--- config.mk ---
export PLATFORM = sky130hd
export DESIGN_NAME = arith_core
export DESIGN_NICKNAME = d
export VERILOG_FILES = /design/src/hw/arith_core_pkg.sv /design/src/hw/alu_pipe.sv /design/src/hw/arith_core.sv /design/src/hw/decode_issue.sv /design/src/hw/inst_decoder.sv /design/src/hw/regfile_pending.sv /design/src/hw/result_unit.sv
export VERILOG_INCLUDE_DIRS = /design/src /design/src/include
export SDC_FILE = /design/constraint.sdc
export NUM_CORES = 2
export LEC_CHECK = 0
export BUFFER_PORTS_ARGS = -buffer_cell sky130_fd_sc_hd__buf_2
export CAP_MARGIN = 30
export CORE_UTILIZATION = 60
export CTS_BUF_LIST = sky130_fd_sc_hd__clkbuf_8
export DETAILED_ROUTE_END_ITERATION = 6
export HOLD_SLACK_MARGIN = 0.08
export MAX_ROUTING_LAYER = met4
export PLACE_DENSITY_LB_ADDON = 0.05
export SYNTH_ARGS = -nofsm -noshare
export SYNTH_HDL_FRONTEND = slang
export SYNTH_SLANG_ARGS = --single-unit
export TNS_END_PERCENT = 100
--- constraint.sdc ---
create_clock -name clk -period 6.9 [get_ports clk]
set_input_delay 0.69 -clock clk [delete_from_list [all_inputs] [get_ports clk]]
set_output_delay 0.69 -clock clk [all_outputs]
set_load 0.005 [all_outputs]
--- src/include/arith_core_macros.svh ---
// Arithmetic core sizing constants
// Register count, sequence tag width, result buffer depth and ALU latency

`ifndef ARITH_CORE_MACROS_SVH
`define ARITH_CORE_MACROS_SVH

// ------------------------------
// Architectural state
// ------------------------------

// RV32 integer registers, x0 included
`define REG_COUNT 32

// ------------------------------
// Pipeline sizing
// ------------------------------

// Width of the in-order sequence tag
`define SEQ_BITS 8

// Result buffer entries, also the credit count after reset
`define RESULT_DEPTH 4

// Issue to buffer entry, in cycles
`define ALU_LATENCY 2

`endif // ARITH_CORE_MACROS_SVH

--- src/hw/arith_core_pkg.sv ---
// Arithmetic core shared types
// ALU operation encoding, RV32 opcodes and the instruction word views

`default_nettype none

package arith_core_pkg;

  // ------------------------------
  // Opcodes
  // ------------------------------

  // Register-register arithmetic
  localparam logic [6:0] OP     = 7'b0110011;
  // Register-immediate arithmetic
  localparam logic [6:0] OP_IMM = 7'b0010011;

  // ------------------------------
  // ALU operations
  // ------------------------------

  typedef enum logic [3:0] {
    ALU_ADD,
    ALU_SUB,
    ALU_AND,
    ALU_OR,
    ALU_XOR,
    ALU_SLT,
    ALU_SLTU,
    ALU_SLL,
    ALU_SRL,
    ALU_SRA
  } alu_op_e;

  // ------------------------------
  // Instruction word
  // ------------------------------

  // R-type layout
  typedef struct packed {
    logic [6:0] funct7;
    logic [4:0] rs2;
    logic [4:0] rs1;
    logic [2:0] funct3;
    logic [4:0] rd;
    logic [6:0] opcode;
  } r_fmt_t;

  // I-type layout, imm12 overlays funct7 and rs2
  typedef struct packed {
    logic [11:0] imm12;
    logic [4:0]  rs1;
    logic [2:0]  funct3;
    logic [4:0]  rd;
    logic [6:0]  opcode;
  } i_fmt_t;

  // Same 32 bits, read either way by the decoder
  typedef union packed {
    r_fmt_t r_fmt;
    i_fmt_t i_fmt;
  } inst_word_u;

endpackage

`default_nettype wire

--- src/hw/alu_pipe.sv ---
// Two-stage ALU pipe
// Stage one computes the RV32I arithmetic result, stage two registers it
// on the way to the result unit; never stalls

`timescale 1ns/10ps
`default_nettype none

`include "arith_core_macros.svh"

module alu_pipe import arith_core_pkg::*; (
  input  logic                 clk,
  input  logic                 rst,
  input  logic                 iss_val,
  input  alu_op_e              iss_op,
  input  logic [31:0]          iss_op1,
  input  logic [31:0]          iss_op2,
  input  logic [4:0]           iss_waddr,
  input  logic [31:0]          iss_pc,
  input  logic [`SEQ_BITS-1:0] iss_seq_num,
  output logic                 ex_val,
  output logic [31:0]          ex_wdata,
  output logic [4:0]           ex_waddr,
  output logic [31:0]          ex_pc,
  output logic [`SEQ_BITS-1:0] ex_seq_num
);

  // ------------------------------
  // Stage one
  // ------------------------------

  logic [31:0]          result;
  logic [4:0]           shamt;
  logic                 s1_val;
  logic [31:0]          s1_result;
  logic [4:0]           s1_waddr;
  logic [31:0]          s1_pc;
  logic [`SEQ_BITS-1:0] s1_seq;

  assign shamt = iss_op2[4:0];

  always_comb begin
    case (iss_op)
      ALU_ADD:  result = iss_op1 + iss_op2;
      ALU_SUB:  result = iss_op1 - iss_op2;
      ALU_AND:  result = iss_op1 & iss_op2;
      ALU_OR:   result = iss_op1 | iss_op2;
      ALU_XOR:  result = iss_op1 ^ iss_op2;
      ALU_SLT:  result = {31'd0, $signed(iss_op1) < $signed(iss_op2)};
      ALU_SLTU: result = {31'd0, iss_op1 < iss_op2};
      ALU_SLL:  result = iss_op1 << shamt;
      ALU_SRL:  result = iss_op1 >> shamt;
      ALU_SRA:  result = $unsigned($signed(iss_op1) >>> shamt);
      default:  result = '0;
    endcase
  end

  // ------------------------------
  // Pipeline registers
  // ------------------------------

  always_ff @(posedge clk) begin
    if (rst) begin
      s1_val <= 1'b0;
      ex_val <= 1'b0;
    end else begin
      s1_val <= iss_val;
      ex_val <= s1_val;
    end
  end

  // Payload moves every cycle
  always_ff @(posedge clk) begin
    s1_result  <= result;
    s1_waddr   <= iss_waddr;
    s1_pc      <= iss_pc;
    s1_seq     <= iss_seq_num;
    ex_wdata   <= s1_result;
    ex_waddr   <= s1_waddr;
    ex_pc      <= s1_pc;
    ex_seq_num <= s1_seq;
  end

endmodule

`default_nettype wire

--- src/hw/arith_core.sv ---
// Arithmetic core top
// Decode-issue, two-stage ALU pipe and result unit, fetch port in and
// retire port out

`timescale 1ns/10ps
`default_nettype none

`include "arith_core_macros.svh"

module arith_core import arith_core_pkg::*; (
  input  logic                 clk,
  input  logic                 rst,
  // Fetch port
  input  logic                 f_val,
  output logic                 f_rdy,
  input  logic [31:0]          f_inst,
  input  logic [31:0]          f_pc,
  input  logic [`SEQ_BITS-1:0] f_seq_num,
  // Retire port
  output logic                 retire_val,
  input  logic                 retire_rdy,
  output logic [`SEQ_BITS-1:0] retire_seq_num,
  output logic [31:0]          retire_pc,
  output logic [4:0]           retire_waddr,
  output logic [31:0]          retire_wdata
);

  // ------------------------------
  // Inter-stage wires
  // ------------------------------

  logic                 iss_val;
  alu_op_e              iss_op;
  logic [31:0]          iss_op1;
  logic [31:0]          iss_op2;
  logic [4:0]           iss_waddr;
  logic [31:0]          iss_pc;
  logic [`SEQ_BITS-1:0] iss_seq_num;

  logic                 ex_val;
  logic [31:0]          ex_wdata;
  logic [4:0]           ex_waddr;
  logic [31:0]          ex_pc;
  logic [`SEQ_BITS-1:0] ex_seq_num;

  logic                 wb_val;
  logic [4:0]           wb_waddr;
  logic [31:0]          wb_wdata;
  logic                 credit_ret;

  decode_issue u_decode_issue (
    .clk         (clk),
    .rst         (rst),
    .f_val       (f_val),
    .f_rdy       (f_rdy),
    .f_inst      (f_inst),
    .f_pc        (f_pc),
    .f_seq_num   (f_seq_num),
    .iss_val     (iss_val),
    .iss_op      (iss_op),
    .iss_op1     (iss_op1),
    .iss_op2     (iss_op2),
    .iss_waddr   (iss_waddr),
    .iss_pc      (iss_pc),
    .iss_seq_num (iss_seq_num),
    .credit_ret  (credit_ret),
    .wb_val      (wb_val),
    .wb_waddr    (wb_waddr),
    .wb_wdata    (wb_wdata)
  );

  alu_pipe u_alu_pipe (
    .clk         (clk),
    .rst         (rst),
    .iss_val     (iss_val),
    .iss_op      (iss_op),
    .iss_op1     (iss_op1),
    .iss_op2     (iss_op2),
    .iss_waddr   (iss_waddr),
    .iss_pc      (iss_pc),
    .iss_seq_num (iss_seq_num),
    .ex_val      (ex_val),
    .ex_wdata    (ex_wdata),
    .ex_waddr    (ex_waddr),
    .ex_pc       (ex_pc),
    .ex_seq_num  (ex_seq_num)
  );

  result_unit u_result_unit (
    .clk            (clk),
    .rst            (rst),
    .ex_val         (ex_val),
    .ex_wdata       (ex_wdata),
    .ex_waddr       (ex_waddr),
    .ex_pc          (ex_pc),
    .ex_seq_num     (ex_seq_num),
    .wb_val         (wb_val),
    .wb_waddr       (wb_waddr),
    .wb_wdata       (wb_wdata),
    .credit_ret     (credit_ret),
    .retire_val     (retire_val),
    .retire_rdy     (retire_rdy),
    .retire_seq_num (retire_seq_num),
    .retire_pc      (retire_pc),
    .retire_waddr   (retire_waddr),
    .retire_wdata   (retire_wdata)
  );

endmodule

`default_nettype wire

--- src/hw/decode_issue.sv ---
// Decode and issue stage
// Holds one fetched instruction, decodes it, reads operands and issues
// to the ALU pipe when sources are ready and a result slot is free

`timescale 1ns/10ps
`default_nettype none

`include "arith_core_macros.svh"

module decode_issue import arith_core_pkg::*; (
  input  logic                 clk,
  input  logic                 rst,
  // Fetch port
  input  logic                 f_val,
  output logic                 f_rdy,
  input  logic [31:0]          f_inst,
  input  logic [31:0]          f_pc,
  input  logic [`SEQ_BITS-1:0] f_seq_num,
  // Issue port
  output logic                 iss_val,
  output alu_op_e              iss_op,
  output logic [31:0]          iss_op1,
  output logic [31:0]          iss_op2,
  output logic [4:0]           iss_waddr,
  output logic [31:0]          iss_pc,
  output logic [`SEQ_BITS-1:0] iss_seq_num,
  // Credit return and writeback
  input  logic                 credit_ret,
  input  logic                 wb_val,
  input  logic [4:0]           wb_waddr,
  input  logic [31:0]          wb_wdata
);

  localparam int CREDIT_W = $clog2(`RESULT_DEPTH + 1);

  // ------------------------------
  // Instruction register
  // ------------------------------

  logic                 ir_val;
  inst_word_u           ir_inst;
  logic [31:0]          ir_pc;
  logic [`SEQ_BITS-1:0] ir_seq;

  // Empty, or emptying this cycle
  assign f_rdy = !ir_val || iss_val;

  always_ff @(posedge clk) begin
    if (rst) begin
      ir_val <= 1'b0;
    end else if (f_val && f_rdy) begin
      ir_val <= 1'b1;
    end else if (iss_val) begin
      ir_val <= 1'b0;
    end
  end

  always_ff @(posedge clk) begin
    if (f_val && f_rdy) begin
      ir_inst <= f_inst;
      ir_pc   <= f_pc;
      ir_seq  <= f_seq_num;
    end
  end

  // ------------------------------
  // Decode and operand read
  // ------------------------------

  logic        dec_val;
  alu_op_e     dec_op;
  logic [4:0]  dec_raddr0;
  logic [4:0]  dec_raddr1;
  logic [4:0]  dec_waddr;
  logic        dec_use_imm;
  logic [31:0] dec_imm;
  logic [31:0] rdata0;
  logic [31:0] rdata1;
  logic        pend0;
  logic        pend1;

  inst_decoder u_decoder (
    .inst    (ir_inst),
    .val     (dec_val),
    .op      (dec_op),
    .raddr0  (dec_raddr0),
    .raddr1  (dec_raddr1),
    .waddr   (dec_waddr),
    .use_imm (dec_use_imm),
    .imm     (dec_imm)
  );

  // Reserve rd on issue, never x0
  regfile_pending u_regfile (
    .clk      (clk),
    .rst      (rst),
    .raddr0   (dec_raddr0),
    .raddr1   (dec_raddr1),
    .rdata0   (rdata0),
    .rdata1   (rdata1),
    .pend0    (pend0),
    .pend1    (pend1),
    .set_val  (iss_val && dec_waddr != '0),
    .set_addr (dec_waddr),
    .wen      (wb_val),
    .waddr    (wb_waddr),
    .wdata    (wb_wdata)
  );

  // ------------------------------
  // Stall logic
  // ------------------------------

  logic                prev_val;
  logic [4:0]          prev_waddr;
  logic                waw_hazard;
  logic [CREDIT_W-1:0] credits;

  // Back-to-back writes to one rd would let the older writeback clear
  // the younger reservation, so hold the second one a cycle
  assign waw_hazard = prev_val && (prev_waddr == dec_waddr) && (dec_waddr != '0);

  assign iss_val = ir_val && !pend0 && !pend1 && !waw_hazard && (credits != '0);

  always_ff @(posedge clk) begin
    if (rst) begin
      prev_val <= 1'b0;
    end else begin
      prev_val <= iss_val;
    end
    prev_waddr <= dec_waddr;
  end

  // One credit per free result buffer slot
  always_ff @(posedge clk) begin
    if (rst) begin
      credits <= CREDIT_W'(`RESULT_DEPTH);
    end else if (iss_val && !credit_ret) begin
      credits <= credits - CREDIT_W'(1);
    end else if (credit_ret && !iss_val) begin
      credits <= credits + CREDIT_W'(1);
    end
  end

  // Issue payload
  assign iss_op      = dec_op;
  assign iss_op1     = rdata0;
  assign iss_op2     = dec_use_imm ? dec_imm : rdata1;
  assign iss_waddr   = dec_waddr;
  assign iss_pc      = ir_pc;
  assign iss_seq_num = ir_seq;

  credits_bounded: assert property (@(posedge clk) disable iff (rst)
    credits <= `RESULT_DEPTH);

  // Fetch side only delivers legal encodings
  ir_legal: assert property (@(posedge clk) disable iff (rst) ir_val |-> dec_val);

endmodule

`default_nettype wire

--- src/hw/inst_decoder.sv ---
// Instruction decoder
// Maps an RV32I OP or OP_IMM word to ALU operation, register addresses
// and the sign-extended or shift-amount immediate

`timescale 1ns/10ps
`default_nettype none

module inst_decoder import arith_core_pkg::*; (
  input  inst_word_u  inst,
  output logic        val,
  output alu_op_e     op,
  output logic [4:0]  raddr0,
  output logic [4:0]  raddr1,
  output logic [4:0]  waddr,
  output logic        use_imm,
  output logic [31:0] imm
);

  // funct7 values, plain and sub/sra flavour
  localparam logic [6:0] F7_BASE = 7'b0000000;
  localparam logic [6:0] F7_ALT  = 7'b0100000;

  logic [6:0] f7;
  logic       f7_base;
  logic       f7_alt;

  // Upper seven bits, funct7 or the top of imm12
  assign f7      = inst.r_fmt.funct7;
  assign f7_base = (f7 == F7_BASE);
  assign f7_alt  = (f7 == F7_ALT);

  always_comb begin
    // Defaults follow the R-type fields
    val     = 1'b0;
    op      = ALU_ADD;
    use_imm = 1'b0;
    raddr0  = inst.r_fmt.rs1;
    raddr1  = inst.r_fmt.rs2;
    waddr   = inst.r_fmt.rd;
    imm     = {{20{inst.i_fmt.imm12[11]}}, inst.i_fmt.imm12};

    case (inst.r_fmt.opcode)
      OP: begin
        // Only add/sub and srl/sra allow the alt funct7
        case (inst.r_fmt.funct3)
          3'b000: begin op = f7_alt ? ALU_SUB : ALU_ADD; val = f7_base | f7_alt; end
          3'b001: begin op = ALU_SLL;  val = f7_base; end
          3'b010: begin op = ALU_SLT;  val = f7_base; end
          3'b011: begin op = ALU_SLTU; val = f7_base; end
          3'b100: begin op = ALU_XOR;  val = f7_base; end
          3'b101: begin op = f7_alt ? ALU_SRA : ALU_SRL; val = f7_base | f7_alt; end
          3'b110: begin op = ALU_OR;   val = f7_base; end
          default: begin op = ALU_AND; val = f7_base; end
        endcase
      end
      OP_IMM: begin
        use_imm = 1'b1;
        // rs2 bits belong to the immediate, point at x0 so no false stall
        raddr1  = '0;
        val     = 1'b1;
        case (inst.i_fmt.funct3)
          3'b000: op = ALU_ADD;
          3'b010: op = ALU_SLT;
          3'b011: op = ALU_SLTU;
          3'b100: op = ALU_XOR;
          3'b110: op = ALU_OR;
          3'b111: op = ALU_AND;
          // Shifts take a 5-bit amount
          3'b001: begin
            op  = ALU_SLL;
            imm = {27'd0, inst.i_fmt.imm12[4:0]};
            val = f7_base;
          end
          default: begin
            op  = f7_alt ? ALU_SRA : ALU_SRL;
            imm = {27'd0, inst.i_fmt.imm12[4:0]};
            val = f7_base | f7_alt;
          end
        endcase
      end
      default: val = 1'b0;
    endcase
  end

endmodule

`default_nettype wire

--- src/hw/regfile_pending.sv ---
// Register file with pending scoreboard
// Two combinational reads, one write, x0 hardwired to zero, and a pending
// bit per register marking an outstanding write

`timescale 1ns/10ps
`default_nettype none

`include "arith_core_macros.svh"

module regfile_pending (
  input  logic        clk,
  input  logic        rst,
  input  logic [4:0]  raddr0,
  input  logic [4:0]  raddr1,
  output logic [31:0] rdata0,
  output logic [31:0] rdata1,
  output logic        pend0,
  output logic        pend1,
  input  logic        set_val,
  input  logic [4:0]  set_addr,
  input  logic        wen,
  input  logic [4:0]  waddr,
  input  logic [31:0] wdata
);

  logic [31:0]            regs [`REG_COUNT];
  logic [`REG_COUNT-1:0]  pending;

  // ------------------------------
  // Data array
  // ------------------------------

  always_ff @(posedge clk) begin
    if (wen && waddr != '0) begin
      regs[waddr] <= wdata;
    end
  end

  // x0 reads as zero
  assign rdata0 = (raddr0 == '0) ? '0 : regs[raddr0];
  assign rdata1 = (raddr1 == '0) ? '0 : regs[raddr1];

  // ------------------------------
  // Pending scoreboard
  // ------------------------------

  // Set after clear, so a same-cycle overwrite stays pending
  always_ff @(posedge clk) begin
    if (rst) begin
      pending <= '0;
    end else begin
      if (wen) begin
        pending[waddr] <= 1'b0;
      end
      if (set_val) begin
        pending[set_addr] <= 1'b1;
      end
    end
  end

  assign pend0 = pending[raddr0];
  assign pend1 = pending[raddr1];

  // Issue side must never reserve x0
  x0_never_pending: assert property (@(posedge clk) disable iff (rst) !pending[0]);

endmodule

`default_nettype wire

--- src/hw/result_unit.sv ---
// Result unit
// Writes ALU results back to the register file, buffers them in order
// and presents the oldest one on the retire port

`timescale 1ns/10ps
`default_nettype none

`include "arith_core_macros.svh"

module result_unit (
  input  logic                 clk,
  input  logic                 rst,
  input  logic                 ex_val,
  input  logic [31:0]          ex_wdata,
  input  logic [4:0]           ex_waddr,
  input  logic [31:0]          ex_pc,
  input  logic [`SEQ_BITS-1:0] ex_seq_num,
  output logic                 wb_val,
  output logic [4:0]           wb_waddr,
  output logic [31:0]          wb_wdata,
  output logic                 credit_ret,
  output logic                 retire_val,
  input  logic                 retire_rdy,
  output logic [`SEQ_BITS-1:0] retire_seq_num,
  output logic [31:0]          retire_pc,
  output logic [4:0]           retire_waddr,
  output logic [31:0]          retire_wdata
);

  localparam int PTR_W = $clog2(`RESULT_DEPTH);
  localparam int CNT_W = $clog2(`RESULT_DEPTH + 1);

  logic [31:0]          buf_pc    [`RESULT_DEPTH];
  logic [`SEQ_BITS-1:0] buf_seq   [`RESULT_DEPTH];
  logic [4:0]           buf_waddr [`RESULT_DEPTH];
  logic [31:0]          buf_wdata [`RESULT_DEPTH];
  logic [PTR_W-1:0]     wr_ptr;
  logic [PTR_W-1:0]     rd_ptr;
  logic [CNT_W-1:0]     count;
  logic                 pop;

  // Writeback in the same cycle the result is buffered
  assign wb_val   = ex_val;
  assign wb_waddr = ex_waddr;
  assign wb_wdata = ex_wdata;

  // ------------------------------
  // Result FIFO
  // ------------------------------

  assign retire_val = (count != '0);
  assign pop        = retire_val && retire_rdy;
  assign credit_ret = pop;

  always_ff @(posedge clk) begin
    if (ex_val) begin
      buf_pc[wr_ptr]    <= ex_pc;
      buf_seq[wr_ptr]   <= ex_seq_num;
      buf_waddr[wr_ptr] <= ex_waddr;
      buf_wdata[wr_ptr] <= ex_wdata;
    end
  end

  always_ff @(posedge clk) begin
    if (rst) begin
      wr_ptr <= '0;
      rd_ptr <= '0;
      count  <= '0;
    end else begin
      if (ex_val) begin
        wr_ptr <= (wr_ptr == PTR_W'(`RESULT_DEPTH - 1)) ? '0 : wr_ptr + PTR_W'(1);
      end
      if (pop) begin
        rd_ptr <= (rd_ptr == PTR_W'(`RESULT_DEPTH - 1)) ? '0 : rd_ptr + PTR_W'(1);
      end
      if (ex_val && !pop) begin
        count <= count + CNT_W'(1);
      end else if (pop && !ex_val) begin
        count <= count - CNT_W'(1);
      end
    end
  end

  // Oldest entry on the retire port
  assign retire_seq_num = buf_seq[rd_ptr];
  assign retire_pc      = buf_pc[rd_ptr];
  assign retire_waddr   = buf_waddr[rd_ptr];
  assign retire_wdata   = buf_wdata[rd_ptr];

  // Credits upstream must keep the buffer from overflowing
  no_overflow: assert property (@(posedge clk) disable iff (rst)
    ex_val |-> count != CNT_W'(`RESULT_DEPTH));

endmodule

`default_nettype wire

======== After elaboration in Yosys (flattened, before gate mapping) ========
Memories as Yosys holds them, arrays and structs flattened. A register that Yosys moved wholly into a read port is not among the register bits.
Cells that the tools add are included.
storage, ports and cells
  register bits after elaboration ......... 271
  latch bits .............................. 0
  bits in writable memories ............... 1332
  ROM bits ................................ 0
  output and inout port bits .............. 79
  logic and storage cells ................. 152
  memories kept ........................... 5
memory list
  name                           depth  width  rd ports  clocked after Yosys merged registers in  wr ports  RTL line               RTL
  u_decode_issue.u_regfile.regs  32     32     2         1                                        1         regfile_pending.sv:26  logic [31:0] regs [`REG_COUNT];
  u_result_unit.buf_pc           4      32     1         1                                        1         result_unit.sv:33      logic [31:0] buf_pc [`RESULT_DEPTH];
  u_result_unit.buf_wdata        4      32     1         1                                        1         result_unit.sv:36      logic [31:0] buf_wdata [`RESULT_DEPTH];
  u_result_unit.buf_seq          4      8      1         1                                        1         result_unit.sv:34      logic [`SEQ_BITS-1:0] buf_seq [`RESULT_DEPTH];
  u_result_unit.buf_waddr        4      5      1         1                                        1         result_unit.sv:35      logic [4:0] buf_waddr [`RESULT_DEPTH];
operators by class
  add/sub/neg operators ................... 8
  multiply operators ...................... 0
  divide/modulo/power cells ............... 0
  magnitude comparators ................... 8
  equal/unequal tests ..................... 22
  shifts and indexed selects .............. 3
  multiplexer cells ....................... 45
  bitwise operators ....................... 6
  reductions and logical operators ........ 36
operators by type and width
  cell                                                  count
  one-hot mux 32 bit (10 select lines)                  1
  two-way mux 32 bit                                    8
  AND 32 bit                                            2
  < comparator 32 bit                                   2
  OR 32 bit                                             2
  one-hot mux 4 bit (7 select lines)                    2
  adder 32 bit                                          1
  inverter 32 bit                                       1
  left shift 32 x 5 -> 32 bit                           1
  >> shifter 32 x 5 -> 32 bit                           1
  >>> shifter 32 x 5 -> 32 bit                          1
  subtractor 32 bit                                     1
  XOR 32 bit                                            1
  < comparator 5 x 6 -> 1 bit (second input constant)   4
  two-way mux 2 bit                                     10
  equality test 4 x 3 -> 1 bit (second input constant)  4
  logical AND 1 bit                                     16
  equality test 7 x 6 -> 1 bit (second input constant)  2
  two-way mux 1 bit                                     13
  equality test 3 bit (second input constant)           4
  two-way mux 3 bit                                     4
  binary-select mux 1 bit (select 5 bit)                2
  demux 1 bit (select 5 bit)                            2
  >= comparator 5 x 1 -> 1 bit (second input constant)  2
  other kinds (22)                                      41

======== Depth between registers and ports, before layout ========
  word-level depth ........................ 12
  depth in mapped cells ................... 28
  depth with buffers taken out ............ 23

======== Modules after synthesis ========
Synthesis repeated with hierarchy kept, for this count alone.
second synthesis, totals
  cell total of the unflattened synthesis .. 4633
  area total of the unflattened synthesis .. 75731.4 µm²
by module, submodules not included
  module           times used  cells each  area each (µm²)  sequential area each (µm²)
  regfile_pending  1           2575        48930.7          31390.1
  result_unit      1           485         11875.1          9429.0
  alu_pipe         1           1344        11384.7          3123.0
  decode_issue     1           154         3005.4           2362.3
  inst_decoder     1           75          535.5            0.0

======== Worst setup path after synthesis ========
No wires, ideal clock.
  kind .................................... register to register
  start ................................... register u_decode_issue.ir_inst[5] (netlist bit)
  end ..................................... register u_alu_pipe.s1_result[31]
  library setup time ...................... 0.142 ns
  arrival ................................. 5.576 ns
  required time ........................... 6.758 ns
  path slack .............................. 1.182 ns
  cell stages (with the launch flop) ...... 27
  path buffers ............................ 6
  period minus slack after synthesis ...... 5.718 ns
  cell sequence ........................... edfxtp_1 nor3b_2 buf_2 nand2_1 nand2_1 clkbuf_1 clkbuf_1 clkbuf_1 clkbuf_1 nand3_1 a21oi_1 a21oi_1 nand3_1 nand3_1 ha_1 clkbuf_1 or4_1 or3_1 a211oi_1 nor3_2 a311oi_1 or3_1 a31oi_1 nor3_1 o32ai_1 xnor2_1 o221ai_1
between the ends
  longest elaborated chain between the ends .. 7
  elaborated cells between the ends (all ways) .. 29
RTL lines
  item                                                            RTL line               RTL
  start: declaration                                              decode_issue.sv:41     inst_word_u ir_inst;
  start signal: assignment                                        decode_issue.sv:60     ir_inst <= f_inst;
  equality test 7 x 5 -> 1 bit                                    inst_decoder.sv:42     case (inst.r_fmt.opcode)
  two-way mux 5 bit                                               inst_decoder.sv:42
  memory (32 x 32 bit) / zero test 5 bit (equally long branches)  --
  two-way mux 32 bit                                              regfile_pending.sv:41  assign rdata1 = (raddr1 == '0) ? '0 : regs[raddr1];
  two-way mux 32 bit                                              decode_issue.sv:148    assign iss_op2 = dec_use_imm ? dec_imm : rdata1;
  subtractor 32 bit (tied with other cells)                       alu_pipe.sv:44         ALU_SUB: result = iss_op1 - iss_op2;
  one-hot mux 32 bit (10 select lines) *                          alu_pipe.sv:42         case (iss_op)
  named net u_alu_pipe.result[31]                                 alu_pipe.sv:31         logic [31:0] result;
  end signal: assignment                                          alu_pipe.sv:73         s1_result <= result;
  end: declaration                                                alu_pipe.sv:34         logic [31:0] s1_result;
The timed path passes the listed nets; every way through them passes the cells marked *.
A chain may end at the register's enable or synchronous reset.

======== Worst setup path after layout ========
  start ................................... register u_decode_issue.ir_inst[16] (netlist bit)
  end ..................................... register u_alu_pipe.s1_result[25]
between the ends
  longest elaborated chain between the ends .. 4
  elaborated cells between the ends (all ways) .. 11
RTL lines
  item                                       RTL line               RTL
  zero test 5 bit *                          regfile_pending.sv:40  assign rdata0 = (raddr0 == '0) ? '0 : regs[raddr0];
  two-way mux 32 bit *                       regfile_pending.sv:40
  subtractor 32 bit (tied with other cells)  alu_pipe.sv:44
  one-hot mux 32 bit (10 select lines) *     alu_pipe.sv:42
  named net u_alu_pipe.result[25]            alu_pipe.sv:31
Marks and branches as above.

==> impl_metrics.env <==
export IMPL_synth_cells=5536
export IMPL_grt_ovfl_total=0
export IMPL_nFillCells=8608
export IMPL_drt_iter0_drc=8719
export IMPL_status="complete, no violations"
export IMPL_setup_tns_ps=0
export IMPL_ys_ff_latch=1610
export IMPL_cts_inserted_buffers=279
export IMPL_multiInputGateArea_mm2=0.02814
export IMPL_final_net_count=6165
export IMPL_die_h_um=358.3
export IMPL_finalSetupViolCount=0
export IMPL_cp_start_kind="flop"
export IMPL_vias=55810
export IMPL_postCtsSetupBuffers=0
export IMPL_final_cell_mix="edfxtp_1, nand2_1, mux4_2"
export IMPL_viasPerCell=7.128
export IMPL_core_area_mm2=0.1257
export IMPL_cts_sinks=1610
export IMPL_ff_latch_area_mm2=0.04630
export IMPL_finalHoldViolCount=0
export IMPL_final_min_clock_period_ps=6828
export IMPL_power_density_mw_per_mm2=318.3
export IMPL_synth_ff_type="edfxtp_1"
export IMPL_area_growth_pct=13.77
export IMPL_switching_power_uw=8799
export IMPL_crit_fanout=10
export IMPL_cts_root_buf="clkbuf_8"
export IMPL_ys_types=107
export IMPL_p_int_uw=18790
export IMPL_p_leak_uw=0.03041
export IMPL_slowest_delay_ps=710
export IMPL_finalCritPeriodShare_pct=98.95
export IMPL_worst_ep_arrival_time_ps=7560
export IMPL_tightest_slew_ps=1091
export IMPL_slowest_stage="o21ai_4"
export IMPL_finClkSkew_ps=114.2
export IMPL_ys_seq_area_share_pct=60.75
export IMPL_clk_latency_ps=1030
export IMPL_cts_tree="yes"
export IMPL_layout_cells_most_common="edfxtp_1"
export IMPL_syn_area_per_cell_um2=13.76
export IMPL_postPlaceCellArea_mm2=0.08081
export IMPL_min_path_type="input pin to flop"
export IMPL_max_freq_mhz=146.5
export IMPL_antenna_found_initial=12
export IMPL_grt_max_degree=92
export IMPL_rsz0062_at_grt="no"
export IMPL_ant_nets=0
export IMPL_drt_wirelength_per_cell_um=34.08
export IMPL_io_pins=155
export IMPL_yosysWarningCount=0
export IMPL_p_sw_share_pct=31.89
export IMPL_relSlewSlack_pct=27.30
export IMPL_cts_buffer_depth=4
export IMPL_cp_cell_sequence="or4_4, o21ai_4, a21oi_1, a21oi_2, inv_1, ha_1, o311ai_0, a211oi_1, nor3_2, a311oi_1, or3_1, a31oi_1, o22ai_1, o21ai_0, nand4_1"
export IMPL_final_area_mm2=0.08668
export IMPL_drc_errors=0
export IMPL_slew_violations=0
export IMPL_portBuffers=154
export IMPL_drv_cap=0
export IMPL_seq_power_share_pct=45.6
export IMPL_wirelength_um=266800
export IMPL_critPathRequiredTime_ps=7640
export IMPL_drt_pass1_iter_count=7
export IMPL_h_tree_depth=5
export IMPL_endpoint_kind="flop"
export IMPL_num_rows=130
export IMPL_ir_drop_mv=0.2711
export IMPL_hpwl_um=169300
export IMPL_ctsResizeCount=0
export IMPL_dieArea_mm2=0.1284
export IMPL_grt_pass1_wl_um=379000
export IMPL_finish_utilization_pct=68.94
export IMPL_setup_slack_ps=72.39
export IMPL_hold_ws_ps=289.8
export IMPL_grt_pass1_vias=54160
export IMPL_routabilityCongestion=1.039
export IMPL_initial_core_util_pct=60.59
export IMPL_synth_edf_count=1404
export IMPL_critical_path_class="flop to flop"
export IMPL_die_w_um=358.3
export IMPL_netlist_area_mm2=0.07618
export IMPL_synthArstFlopShare_pct=0
export IMPL_clkPwrFrac_pct=29.4
export IMPL_path_clk_slew_ps=60
export IMPL_grt_usage_pct=42.98
export IMPL_drive_above_1_share_pct=21.91
export IMPL_combPwrFrac_pct=25.0
export IMPL_dp_worst_setup_slack_ps=586.8
## worst max-delay path, delay by kind of cell (launching register included)
kind | cells | cell delay, ps
DFF | 1 | 630
buffers and inverters | 1 | 150
AOI/OAI and AO/OA | 9 | 3560
adders and majority gates | 1 | 310
and+or+nand+nor | 4 | 1920
## layout make-up
cell class / instances / share of cell area (%)
flip-flops and latches: 1610 / 53.42
multi-input cells: 3435 / 32.46
repair buffers: 534 / 5.370
clock buffers: 299 / 4.748
well taps: 1650 / 2.382
clock inverters: 175 / 1.080
inverters: 117 / 0.5096
diodes: 10 / 0.02887
## Yosys cell counts (57+ instances only)
cell	n	area [um^2]
a211oi_1	131	983.4
a21oi_1	316	1582
a221oi_1	59	516.8
a22oi_1	90	675.7
a31oi_1	126	788.3
buf_2	95	475.5
clkbuf_1	210	788.3
dfxtp_1	206	4124
edfxtp_1	1404	42160
ha_1	108	1351
inv_1	113	424.2
mux2i_1	218	2182
mux4_2	384	8648
nand2_1	611	2293
nand3_1	164	820.8
nor2_1	288	1081
nor2b_1	76	475.5
o211ai_1	57	427.9
o21ai_0	169	845.8
## power by group through the flow
stage / Clock [uW] / Combinational (uW) / Sequential (uW)
2_1_floorplan: 0 / 3450 / 12800
3_3_place_gp: 0 / 5760 / 13200
3_5_place_dp: 0 / 6560 / 12800
4_1_cts: 8170 / 6620 / 12600
5_1_grt: 8560 / 7210 / 12600
6_report: 8120 / 6900 / 12600
## final timing paths
kind	start	endpoint	slack [ps]	depth (start not counted)
max reg2reg	u_decode_issue.ir_inst[16]$_DFFE_PP_	u_alu_pipe.s1_result[25]$_DFF_P_	70	15
min	rst	u_decode_issue.credits[0]$_SDFFE_PP0P_	290	2
max	u_decode_issue.ir_inst[16]$_DFFE_PP_	u_alu_pipe.s1_result[25]$_DFF_P_	70	15
min reg2reg	u_alu_pipe.s1_pc[23]$_DFF_P_	u_alu_pipe.ex_pc[23]$_DFF_P_	310	0
## through the flow
stage / power (uW) / cells
final: 27590 / 7830
after global routing: 28380 / 7828
after CTS: 27390 / 7818
after detailed placement: 19340 / 7270
after global placement: 18990 / 7245
after floorplan: 16230 / 5567
## logic make-up after synthesis
family | after synthesis | share of synthesized area [%]
flip-flops | 1610 | 60.75
AND/OR/NAND/NOR | 1347 | 7.888
AO/OA/AOI/OAI | 1268 | 11.18
multiplexers | 652 | 14.97
buffers and inverters | 522 | 3.045
adder cells (fa/ha/maj) | 112 | 1.879
XOR/XNOR | 24 | 0.2759
other | 1 | 0.004922
## sequential cells by signal (all words and copies together) (netlist names), 2 cells and up, named ones only
signal,count
u_alu_pipe.ex_pc,32
u_alu_pipe.ex_seq_num,8
u_alu_pipe.ex_waddr,5
u_alu_pipe.ex_wdata,32
u_alu_pipe.s1_pc,32
u_alu_pipe.s1_result,32
u_alu_pipe.s1_seq,8
u_alu_pipe.s1_waddr,5
u_decode_issue.credits,3
u_decode_issue.ir_inst,32
u_decode_issue.iss_pc,32
u_decode_issue.iss_seq_num,8
u_decode_issue.u_regfile.pending,32
u_decode_issue.u_regfile.regs,1024
u_result_unit.buf_pc,128
u_result_unit.buf_seq,32
u_result_unit.buf_waddr,20
u_result_unit.buf_wdata,128
u_result_unit.count,3
u_result_unit.rd_ptr,2
u_result_unit.wr_ptr,2
## layer usage
metal	GRT usage (%)	vias up	wire, um
met4	24.71	0	18170
met3	11.52	1026	35210
li1	-	22690	-
met1	55.44	27560	96100
met2	61.66	4538	117400
met5	-	-	0
## repair_timing
action,in CTS,in global routing
endpoints found under the hold margin,80,0
hold buffers,74,0
setup endpoints to repair,0,0
Note: power is estimated with default switching activity, not from simulation.
